$ cat src/udp_defs.svh
`ifndef UDP_DEFS_SVH
`define UDP_DEFS_SVH

// ********************
// station addresses
// ********************

`define BOARD_MAC 48'ha0_b1_c2_d3_e1_e1     // board mac
`define DES_MAC   48'h84_a9_38_bf_c9_a0     // pc mac
`define BOARD_IP  32'hc0_a8_01_0b           // 192.168.1.11
`define DES_IP    32'ha9_fe_33_78           // 169.254.51.120

// ********************
// udp ports
// ********************

`define UDP_SRC_PORT 16'd1234               // board side port
`define UDP_DST_PORT 16'd1234               // pc listens here

// ********************
// framing
// ********************

`define SAMPLES_PER_PKT 8                   // keep even, two samples per word
`define HDR_BYTES       42                  // eth 14 + ip 20 + udp 8
`define IFG_CYCLES      12                  // idle bytes after each frame

`endif

$ cat src/audio_pkg.sv
`default_nettype none

// ********************
// audio side types
// ********************

package audio_pkg;

   // one pmod sample as it arrives
   typedef logic [15:0] sample_t;

   // packet store word
   // first sample of the pair sits in the upper half
   typedef logic [31:0] pay_word_t;

endpackage

`default_nettype wire

$ cat src/net_pkg.sv
`default_nettype none

// ********************
// network side types
// ********************

package net_pkg;

   typedef logic [7:0]  byte_t;             // one gmii byte
   typedef logic [47:0] mac_t;              // ethernet address
   typedef logic [31:0] ip_t;               // ipv4 address
   typedef logic [15:0] len_t;              // ip or udp length field
   typedef logic [15:0] csum_t;             // ipv4 header checksum

   // frame sender states
   typedef enum logic [1:0] {
      IDLE,                                 // wait for header and packet
      HDR,                                  // header bytes on the wire
      PAY,                                  // payload bytes on the wire
      GAP                                   // inter-frame gap
   } tx_state_t;

endpackage

`default_nettype wire

$ cat src/audio_sample_packer.sv
`timescale 1ns/1ns
`default_nettype none
`include "udp_defs.svh"

module audio_sample_packer (
   input  wire                eth_tx_clk,   // gmii tx clock
   input  wire                arst_n,
   input  wire audio_pkg::sample_t audio_data,
   input  wire                audio_en,     // one cycle per sample
   input  wire                pay_ready,
   output logic               pay_valid,
   output net_pkg::byte_t     pay_byte,
   output logic               pay_last,
   output logic               overrun       // sticky until reset
);

   localparam int unsigned spp    = `SAMPLES_PER_PKT;
   localparam int unsigned words  = spp / 2;        // words per buffer
   localparam int unsigned nbytes = 2 * spp;        // payload bytes per packet
   localparam int unsigned sw     = $clog2(spp);    // sample count and store index
   localparam int unsigned bw     = $clog2(nbytes);

   audio_pkg::pay_word_t pkt_mem [0:2*words-1];      // two packet buffers
   audio_pkg::sample_t   hi_sample;                  // even sample waiting for its pair
   audio_pkg::pay_word_t rd_word;

   logic [1:0]    buf_full;                          // one flag per buffer
   logic          wr_buf;                            // buffer being filled
   logic          rd_buf;                            // buffer being sent
   logic          dropping;                          // current packet is thrown away
   logic [sw-1:0] wr_cnt;                            // sample within packet
   logic [bw-1:0] rd_cnt;                            // byte within packet
   logic [sw-1:0] wr_idx;
   logic [sw-1:0] rd_idx;
   logic          first_smp;
   logic          wr_last;
   logic          skip;
   logic          rd_fire;

   assign first_smp = (wr_cnt == '0);
   assign wr_last   = (wr_cnt == sw'(spp - 1));
   assign skip      = first_smp ? buf_full[wr_buf] : dropping;   // drop decided on first sample
   assign rd_fire   = pay_valid & pay_ready;

   assign wr_idx = sw'(wr_buf * words + (wr_cnt >> 1));
   assign rd_idx = sw'(rd_buf * words + (rd_cnt >> 2));

   // ********************
   // write side
   // ********************

   always_ff @(posedge eth_tx_clk) begin
      if (audio_en && !skip) begin
         if (!wr_cnt[0]) begin
            hi_sample <= audio_data;                         // hold upper half
         end else begin
            pkt_mem[wr_idx] <= {hi_sample, audio_data};      // pair complete
         end
      end
   end

   always_ff @(posedge eth_tx_clk or negedge arst_n) begin
      if (!arst_n) begin
         wr_cnt   <= '0;
         wr_buf   <= 1'b0;
         rd_buf   <= 1'b0;
         rd_cnt   <= '0;
         dropping <= 1'b0;
         overrun  <= 1'b0;
         buf_full <= '0;
      end else begin
         if (audio_en) begin
            wr_cnt <= wr_last ? '0 : wr_cnt + 1'b1;
            if (first_smp) begin
               dropping <= buf_full[wr_buf];                // no free buffer left
               overrun  <= overrun | buf_full[wr_buf];
            end
            if (wr_last && !skip) begin
               buf_full[wr_buf] <= 1'b1;                    // packet ready to send
               wr_buf           <= ~wr_buf;
            end
         end
         // ********************
         // read side
         // ********************
         if (rd_fire) begin
            rd_cnt <= pay_last ? '0 : rd_cnt + 1'b1;
            if (pay_last) begin
               buf_full[rd_buf] <= 1'b0;                    // free on next cycle
               rd_buf           <= ~rd_buf;
            end
         end
      end
   end

   assign rd_word   = pkt_mem[rd_idx];
   assign pay_byte  = rd_word[(3 - rd_cnt[1:0]) * 8 +: 8];  // big endian within word
   assign pay_valid = buf_full[rd_buf];
   assign pay_last  = (rd_cnt == bw'(nbytes - 1));

endmodule

`default_nettype wire

$ cat src/audio_udp_top.sv
`timescale 1ns/1ns
`default_nettype none

module audio_udp_top (
   input  wire            eth_tx_clk,       // gmii tx clock, samples already in this domain
   input  wire            arst_n,
   input  wire audio_pkg::sample_t audio_data,
   input  wire            audio_en,
   output logic           gmii_tx_en,
   output net_pkg::byte_t gmii_txd,
   output logic           overrun
);

   // ********************
   // internal streams
   // ********************

   logic           pay_valid;               // packer to sender
   logic           pay_ready;
   net_pkg::byte_t pay_byte;
   logic           pay_last;

   logic           hdr_valid;               // header gen to sender
   logic           hdr_ready;
   net_pkg::byte_t hdr_byte;
   logic           hdr_last;

   audio_sample_packer u_packer (
      .eth_tx_clk (eth_tx_clk),
      .arst_n     (arst_n),
      .audio_data (audio_data),
      .audio_en   (audio_en),
      .pay_ready  (pay_ready),
      .pay_valid  (pay_valid),
      .pay_byte   (pay_byte),
      .pay_last   (pay_last),
      .overrun    (overrun)
   );

   udp_header_gen u_hdr_gen (
      .eth_tx_clk (eth_tx_clk),
      .arst_n     (arst_n),
      .hdr_ready  (hdr_ready),
      .hdr_valid  (hdr_valid),
      .hdr_byte   (hdr_byte),
      .hdr_last   (hdr_last)
   );

   udp_frame_tx u_frame_tx (
      .eth_tx_clk (eth_tx_clk),
      .arst_n     (arst_n),
      .hdr_valid  (hdr_valid),
      .hdr_byte   (hdr_byte),
      .hdr_last   (hdr_last),
      .pay_valid  (pay_valid),
      .pay_byte   (pay_byte),
      .pay_last   (pay_last),
      .hdr_ready  (hdr_ready),
      .pay_ready  (pay_ready),
      .gmii_tx_en (gmii_tx_en),         // to mac, which adds preamble and fcs
      .gmii_txd   (gmii_txd)
   );

endmodule

`default_nettype wire

$ cat src/udp_frame_tx.sv
`timescale 1ns/1ns
`default_nettype none
`include "udp_defs.svh"

module udp_frame_tx (
   input  wire            eth_tx_clk,       // gmii tx clock
   input  wire            arst_n,
   input  wire            hdr_valid,
   input  wire net_pkg::byte_t hdr_byte,
   input  wire            hdr_last,
   input  wire            pay_valid,
   input  wire net_pkg::byte_t pay_byte,
   input  wire            pay_last,
   output logic           hdr_ready,
   output logic           pay_ready,
   output logic           gmii_tx_en,
   output net_pkg::byte_t gmii_txd
);

   localparam int unsigned ifg = `IFG_CYCLES;
   localparam int unsigned gw  = $clog2(ifg);

   net_pkg::tx_state_t state;
   logic [gw-1:0]      gap_cnt;             // cycles spent in gap
   logic               hdr_fire;
   logic               pay_fire;

   // ready only while that stream owns the wire
   assign hdr_ready = (state == net_pkg::HDR);
   assign pay_ready = (state == net_pkg::PAY);
   assign hdr_fire  = hdr_valid & hdr_ready;
   assign pay_fire  = pay_valid & pay_ready;

   // ********************
   // frame fsm
   // ********************

   always_ff @(posedge eth_tx_clk or negedge arst_n) begin
      if (!arst_n) begin
         state   <= net_pkg::IDLE;
         gap_cnt <= '0;
      end else begin
         case (state)
            net_pkg::IDLE: begin
               if (hdr_valid && pay_valid) begin      // both halves of a frame ready
                  state <= net_pkg::HDR;
               end
            end
            net_pkg::HDR: begin
               if (hdr_fire && hdr_last) begin
                  state <= net_pkg::PAY;              // payload follows back to back
               end
            end
            net_pkg::PAY: begin
               if (pay_fire && pay_last) begin
                  state   <= net_pkg::GAP;
                  gap_cnt <= '0;
               end
            end
            net_pkg::GAP: begin
               if (gap_cnt == gw'(ifg - 1)) begin
                  state <= net_pkg::IDLE;
               end else begin
                  gap_cnt <= gap_cnt + 1'b1;
               end
            end
            default: state <= net_pkg::IDLE;
         endcase
      end
   end

   // ********************
   // gmii output
   // ********************

   always_ff @(posedge eth_tx_clk or negedge arst_n) begin
      if (!arst_n) begin
         gmii_tx_en <= 1'b0;
      end else begin
         gmii_tx_en <= hdr_fire | pay_fire;   // one byte per accepted cycle
      end
   end

   always_ff @(posedge eth_tx_clk) begin
      if (hdr_fire) begin
         gmii_txd <= hdr_byte;
      end else if (pay_fire) begin
         gmii_txd <= pay_byte;
      end
   end

endmodule

`default_nettype wire

$ cat src/udp_header_gen.sv
`timescale 1ns/1ns
`default_nettype none
`include "udp_defs.svh"

module udp_header_gen (
   input  wire            eth_tx_clk,       // gmii tx clock
   input  wire            arst_n,
   input  wire            hdr_ready,
   output logic           hdr_valid,        // checksum done, bytes available
   output net_pkg::byte_t hdr_byte,
   output logic           hdr_last
);

   localparam int unsigned hb = `HDR_BYTES;
   localparam int unsigned iw = $clog2(hb);

   localparam net_pkg::mac_t src_mac = `BOARD_MAC;
   localparam net_pkg::mac_t dst_mac = `DES_MAC;
   localparam net_pkg::ip_t  src_ip  = `BOARD_IP;
   localparam net_pkg::ip_t  dst_ip  = `DES_IP;
   localparam net_pkg::len_t ip_len  = 16'(28 + 2 * `SAMPLES_PER_PKT);   // ip hdr + udp hdr + data
   localparam net_pkg::len_t udp_len = 16'(8 + 2 * `SAMPLES_PER_PKT);

   logic [15:0]      ip_id;                 // identification, one per frame
   logic             busy;                  // checksum in progress
   logic [3:0]       word_idx;              // ip header word being summed
   logic [15:0]      word;
   logic [15:0]      acc;                   // running ones' complement sum
   logic [16:0]      sum;
   logic [15:0]      acc_next;
   net_pkg::csum_t   csum;
   logic [iw-1:0]    byte_idx;              // next header byte to send
   logic [hb*8-1:0]  hdr_vec;
   logic             hdr_fire;

   // ********************
   // checksum datapath
   // ********************

   always_comb begin
      case (word_idx)
         4'd0:    word = 16'h4500;          // version, ihl, tos
         4'd1:    word = ip_len;
         4'd2:    word = ip_id;
         4'd3:    word = 16'h4000;          // dont fragment
         4'd4:    word = {8'd64, 8'd17};    // ttl, udp
         4'd6:    word = src_ip[31:16];
         4'd7:    word = src_ip[15:0];
         4'd8:    word = dst_ip[31:16];
         4'd9:    word = dst_ip[15:0];
         default: word = 16'h0000;          // checksum field itself
      endcase
   end

   assign sum      = {1'b0, acc} + {1'b0, word};
   assign acc_next = sum[15:0] + {15'd0, sum[16]};          // end-around carry
   assign hdr_fire = hdr_valid & hdr_ready;

   always_ff @(posedge eth_tx_clk or negedge arst_n) begin
      if (!arst_n) begin
         busy      <= 1'b1;                 // first header computed right away
         word_idx  <= '0;
         acc       <= '0;
         csum      <= '0;
         hdr_valid <= 1'b0;
         ip_id     <= '0;
         byte_idx  <= '0;
      end else if (busy) begin
         acc      <= acc_next;
         word_idx <= word_idx + 1'b1;
         if (word_idx == 4'd9) begin
            busy      <= 1'b0;
            csum      <= ~acc_next;
            hdr_valid <= 1'b1;
         end
      end else if (hdr_fire) begin
         if (hdr_last) begin
            hdr_valid <= 1'b0;
            busy      <= 1'b1;              // start next frame's header
            word_idx  <= '0;
            acc       <= '0;
            byte_idx  <= '0;
            ip_id     <= ip_id + 1'b1;
         end else begin
            byte_idx <= byte_idx + 1'b1;
         end
      end
   end

   // ********************
   // byte select
   // ********************

   assign hdr_vec = {dst_mac, src_mac, 16'h0800,                  // ethernet
                     16'h4500, ip_len, ip_id, 16'h4000,
                     8'd64, 8'd17, csum, src_ip, dst_ip,          // ipv4
                     `UDP_SRC_PORT, `UDP_DST_PORT, udp_len,
                     16'h0000};                                   // udp, no checksum

   assign hdr_byte = hdr_vec[(hb - 1 - byte_idx) * 8 +: 8];       // msb goes first
   assign hdr_last = (byte_idx == iw'(hb - 1));

endmodule

`default_nettype wire

$ cat config.mk
export PLATFORM = sky130hd
export DESIGN_NAME = audio_udp_top
export DESIGN_NICKNAME = d
export VERILOG_FILES = /design/src/audio_pkg.sv /design/src/net_pkg.sv /design/src/audio_sample_packer.sv /design/src/audio_udp_top.sv /design/src/udp_frame_tx.sv /design/src/udp_header_gen.sv
export VERILOG_INCLUDE_DIRS = /design/src
export SDC_FILE = /design/constraint.sdc
export NUM_CORES = 1
export LEC_CHECK = 0
export ABC_AREA = 1
export BUFFER_PORTS_ARGS = -buffer_cell sky130_fd_sc_hd__buf_2
export CAP_MARGIN = 25
export CORE_ASPECT_RATIO = 1.5
export CORE_UTILIZATION = 30
export DETAILED_ROUTE_END_ITERATION = 8
export PLACE_DENSITY_LB_ADDON = 0.3
export SLEW_MARGIN = 0
export SYNTH_ARGS = -nofsm -noshare
export SYNTH_HDL_FRONTEND = slang
export SYNTH_HIERARCHICAL = 1
export SYNTH_SLANG_ARGS = --single-unit
$ cat constraint.sdc
create_clock -name eth_tx_clk -period 4.6 [get_ports eth_tx_clk]
set_input_delay 0.23 -clock eth_tx_clk [delete_from_list [all_inputs] [get_ports eth_tx_clk]]
set_output_delay 0.23 -clock eth_tx_clk [all_outputs]
set_load 0.01 [all_outputs]
After elaboration in Yosys (flattened, before gate mapping). Memory sizes are Yosys's and may differ from the RTL's. Index checks and enable logic that the tools add are counted.

Memory bits (read-only): 0. Bits of input ports: 19. Bits in latches: 0. Memories: 1. Word-level logic and storage cells: 141. Output and inout bits: 10. Register bits: 104. Memory bits (writable): 256.

Memories: u_packer.pkt_mem (depth 8, bits a word 32, read ports 1, clocked after memory_dff 0, write ports 1, line audio_sample_packer.sv:23) `audio_pkg::pay_word_t pkt_mem [0:2*words-1];`.

Equality and inequality tests: 21. Shifts and indexed selects: 2. $mul: 0. Add/sub/neg operators: 12. $lt $le $gt $ge: 4. Muxes and demuxes: 44. Bitwise gates (word level): 12. Reduce and logical (&&, ||, !) cells: 26. Divide/modulo/power cells: 0.

Operators by type and width (count): 336-bit by 33-bit indexed part select with 8-bit output (1); 16-bit one-hot mux with 9 select lines (1); 16-bit 2-to-1 mux (3); 32-bit by 33-bit indexed part select with 8-bit output (1); 4-bit 2-to-1 mux (6); 1-bit 2-to-1 mux (18); 16-bit by 16-bit adder with 17-bit output (1); 16-bit by 1-bit adder with 16-bit output (1); 16-bit by 1-bit adder with 16-bit output, second input constant (1); 4-bit equality test, second input constant (4); 2-bit 2-to-1 mux (8); 8-bit 2-to-1 mux (2); 16-bit inverter (1); 2-bit AND reduction (7); 4-bit by 1-bit adder with 4-bit output, second input constant (3); 4-bit by 3-bit equality test with 1-bit output, second input constant (3); 3-bit AND reduction (3); 4-bit by 2-bit equality test with 1-bit output, second input constant (2); 2-bit one-hot mux with 4 select lines (1); 4-bit one-hot mux with 2 select lines (1); 2-bit nonzero test (4); 1-bit logical AND (7); 6-bit by 6-bit subtractor with 7-bit output, first input constant (1); 3-bit by 2-bit adder with 3-bit output (2); other kinds (26) (39).

Longest topological paths before layout.
Depth after elaboration: 10. Mapped depth: 29. Depth with buffers taken out: 29.

Modules after synthesis. The synthesis kept the hierarchy.

Modules (own cells, without submodules): audio_sample_packer (area an instance 12334.3 µm², sequential area each 8493.1 µm², instances 1, cells each 1192); udp_header_gen (area an instance 5148.7 µm², sequential area each 1502.7 µm², instances 1, cells each 764); udp_frame_tx (area an instance 812.0 µm², sequential area each 415.4 µm², instances 1, cells each 79).

Least setup slack after synthesis. Ideal clock, no wire load.

Kind: register to register. Start: reg u_packer.wr_cnt[1]. End: mem u_packer/pkt_mem[2][0] (netlist bit) (enable). Setup time: 0.461 ns. Arrival: 3.444 ns. Clock period less this slack: 3.905 ns. Data required time: 4.139 ns. Path slack: 0.695 ns. Buffers on the path: 0. Stages on the path, launching flop included: 9. Cell sequence: dfrtp_1 -> inv_1 -> ha_1 -> inv_1 -> o21ai_0 -> nand2_1 -> nor2_1 -> nand2_1 -> nor3_1.

Word-level cells in the longest chain between the ends: 6. Elaborated cells between the ends (all ways): 7. Classes of those cells: add/sub: 1; mux: 3; reduce/logical: 3.

Ends and longest elaborated chain: from (decl) (line audio_sample_packer.sv:31) `logic [sw-1:0] wr_cnt;`; from (signal assigned) (line audio_sample_packer.sv:73) `wr_cnt <= wr_last ? '0 : wr_cnt + 1'b1;`; 3-bit logical NOT (line audio_sample_packer.sv:40) `assign first_smp = (wr_cnt == '0);`; 1-bit 2-to-1 mux (line audio_sample_packer.sv:42) `assign skip = first_smp ? buf_full[wr_buf] : dropping;`; 1-bit logical NOT (line audio_sample_packer.sv:53) `if (audio_en && !skip) begin`; 1-bit logical AND (line audio_sample_packer.sv:53); 1-bit 2-to-1 mux (line audio_sample_packer.sv:53); 1-bit 2-to-1 mux (implied by the code) (line audio_sample_packer.sv:57) `pkt_mem[wr_idx] <= {hi_sample, audio_data};`; to (decl) (line audio_sample_packer.sv:23).

Several ways; a longest one is shown, not always the timed one.

Worst setup path in the final report.
Start: reg u_hdr_gen.word_idx[0]. End: reg u_hdr_gen.csum[12].

Word-level cells in the longest chain between the ends: 5. Elaborated cells between the ends (all ways): 14. Classes of those cells: add/sub: 2; eq/ne: 8; mux: 1; bitwise: 1; reduce/logical: 2.

Ends and longest elaborated chain: from (decl) (line udp_header_gen.sv:26) `logic [3:0] word_idx;`; from (signal assigned) (line udp_header_gen.sv:70) `word_idx <= word_idx + 1'b1;`; 4-bit equality test, or another cell as far along (line udp_header_gen.sv:41, udp_header_gen.sv:71); 16-bit one-hot mux with 9 select lines (line udp_header_gen.sv:41) `case (word_idx)`; 16-bit by 16-bit adder with 17-bit output (line udp_header_gen.sv:55) `assign sum = {1'b0, acc} + {1'b0, word};`; 16-bit by 1-bit adder with 16-bit output (line udp_header_gen.sv:56) `assign acc_next = sum[15:0] + {15'd0, sum[16]};`; 16-bit inverter (line udp_header_gen.sv:73) `csum <= ~acc_next;`; to (signal assigned) (line udp_header_gen.sv:73); to (decl) (line udp_header_gen.sv:31) `net_pkg::csum_t csum;`.

Several ways; a longest one is shown, not always the timed one. A chain may end at the register's enable or synchronous reset.

==> metrics.txt <==
status complete, no violations; share of layout cells above drive strength 1 0.0953; worst path bufs/invs 3; post-DP HPWL 31.5 mm; initial DRC count 770; Worst R2R End u_hdr_gen/csum[12]; initial antenna violation count 1; GRT overflow 0; FMAX 0.248 GHz; final setup margin 575 ps; largest net degree at the start of global routing 163; Syn Inst Count 2035; Die H 304 um; worst setup path end u_hdr_gen/csum[12]; RR Startpoint u_hdr_gen/word_idx[0]; Post-Route WL 48.9 mm; Fin Setup TNS 0 ps; cts bufs inserted 38; row cnt 110; Crit-path slowest cell dfrtp_1; Initial Utilization 0.304; post-synth top area cell edfxtp_1; worst-path fanout max 14; Primary FF master, synth edfxtp_1; multi-input logic area 0.00633 mm2; io pins 29; Tmin final 4030 ps; post-synthesis cell type count 55; vias per std cell 4.64; Worst Setup Start Kind flip-flop; CTS tree built; Worst-path clk slew 60 ps; CP dominant cell by count nand2_1; Levels on crit path 28; VDD IR max 283 uV; first-pass GRT wire length 76.0 mm; power per cell area 341 mW/mm2; setup repair after global routing missed its margin no; register area share after synthesis 0.569; Hold WS 20.3 ps; final-stage net count 2130; CTS max path bufs 3; die width 204 um; Filler cells 6130; WL per Instance 16.9 um; Layout area overhead 12.9%; I/O Buffers 28; post-route ant nets 0; Seq. cell area 0.0104 mm2; die area 0.0620 mm2; Seq cells post-synth 360; synthesis warning total 6; htree depth 2; root buf cell clkbuf_16; Clock Skews 23.4 ps; most common cell in the netlist nand2_1; vias 13400; vias in the first global route 13300; dpl cells 2801; synth top area cells edfxtp_1, nand2_1, dfrtp_1; relative slew slack 0.360; RD Place Congestion 0.886; Setup WS pre-CTS 337 ps; Worst setup startpoint u_hdr_gen/word_idx[0]; Fin. Hold Viols 0; Finished Layout Cells 2884; Max Slew Vio Count 0; Post-Syn Nets 2091; syn_area_per_cell 8.99 um2; synth cell count leaders nand2_1, inv_1, edfxtp_1; core box area 0.0601 mm2; clk_lat worst skew 550 ps; critical path endpoint category flip-flop; final instance area 0.0207 mm2; asr flop ratio synth 0.222; leakage power 9.03 nW; slowest cell delay on critical path 420 ps; DR pass1 iterations 5; Post-synth EDFFs 280; post-route core utilization 0.343; residual DRC count 0; synthesized cell area 0.0183 mm2; worst hold-check path type primary input to flip-flop; Worst R2R Path Depth 28; crit path DAT 4440 ps; Tcrit/Tclk final 0.875; Worst Path Class, Setup flip-flop to flip-flop; Top delay family on crit path simple AND/OR/NAND/NOR gates; Synth top area share 0.460; WP data required 5020 ps; R2R setup slack 570 ps; Global Route Usage Sum 0.159; total power 7.04 mW; clk sink count 360; final setup fails 0; Slew @ Worst Pin 960 ps; Max-cap violations 0; Placed Area 0.0193 mm2
## how the worst min path moves through the flow
stage | startpoint | endpoint | cells past startpoint
finish | audio_data[2] | u_packer/pkt_mem[5][2] | 1
global route | audio_data[2] | u_packer/pkt_mem[6][2] | 1
CTS | audio_data[2] | u_packer/pkt_mem[4][2] | 1
detailed placement | arst_n | u_hdr_gen/word_idx[1] | 1
global placement | u_packer/overrun | u_packer/overrun | 1
floorplan | arst_n | u_frame_tx/gap_cnt[0] | 0
## where the power goes
group	total [mW]	switching (mW)	internal, mW
clock	2.93	1.28	1.64
sequential	3.77	0.0824	3.69
combinational	0.337	0.247	0.0900
## metal layers
layer / vias up / part of all wire / track usage
met5: - / 0 / 0
met4: 0 / 0.034 / 0.0575
met3: 97 / 0.031 / 0.0184
met2: 239 / 0.54 / 0.304
met1: 6417 / 0.40 / 0.178
li1: 6639 / - / -
## worst register-to-register path, delay by kind of cell (launching register included)
family | cells | cell delay [ps]
and+or+nand+nor | 18 | 1820
buffers and inverters | 3 | 350
AOI/OAI and AO/OA | 3 | 430
adders and majority gates | 4 | 900
DFF | 1 | 420
## cells by family (layout without fill, tap and decap cells)
group,Yosys count,in the layout,share of synthesized area
other cells,0,1,0
fa+ha+maj,37,37,0.0257
flops,360,360,0.569
simple gates,1076,1076,0.260
buf+inv,398,462,0.0875
mux,8,8,0.00492
compound gates,131,131,0.0413
xor+xnor,25,25,0.0120
## sequential cells by signal, summed over array words and instances (netlist names)
name,flops
u_packer/buf_full,2
u_frame_tx/gmii_tx_en,1
u_packer/pkt_mem,256
u_hdr_gen/busy,1
u_hdr_gen/acc,16
u_hdr_gen/hdr_valid,1
u_packer/wr_buf,1
u_hdr_gen/csum,16
u_packer/wr_cnt,3
u_hdr_gen/word_idx,4
u_frame_tx/state,2
u_frame_tx/gmii_txd,8
u_packer/overrun,1
u_hdr_gen/byte_idx,6
u_packer/rd_cnt,4
u_packer/rd_buf,1
u_hdr_gen/ip_id,16
u_packer/dropping,1
u_frame_tx/gap_cnt,4
u_packer/hi_sample,16
## area by class of cell
cell class | instances | share of cell area
diodes | 1 | 0.000121
inverters | 329 | 0.0600
flip-flops and latches | 360 | 0.504
clock inverters | 20 | 0.00921
well taps | 784 | 0.0475
repair buffers | 68 | 0.0251
clock buffers | 45 | 0.0473
multi-input cells | 1277 | 0.307
## what timing repair did
action	CTS	global route
gates resized for setup	0	2
endpoints found under the setup margin	0	12
hold endpoints to repair	175	0
hold buffers	17	0
buffers inserted	0	0
## cell usage in the layout, fill, tap and decap left out, types with 22 or more instances in the layout
| cell | n |
|---|---|
| buf_4 | 22 |
| inv_1 | 306 |
| buf_2 | 27 |
| edfxtp_1 | 280 |
| nand2_1 | 680 |
| xor2_1 | 23 |
| or2_1 | 23 |
| o21ai_0 | 48 |
| nand3_1 | 220 |
| o21ai_1 | 23 |
| a21oi_1 | 25 |
| dfrtp_1 | 77 |
| ha_1 | 36 |
| clkbuf_16 | 38 |
| nor2_1 | 56 |
Power figures use the tool's default switching activity.
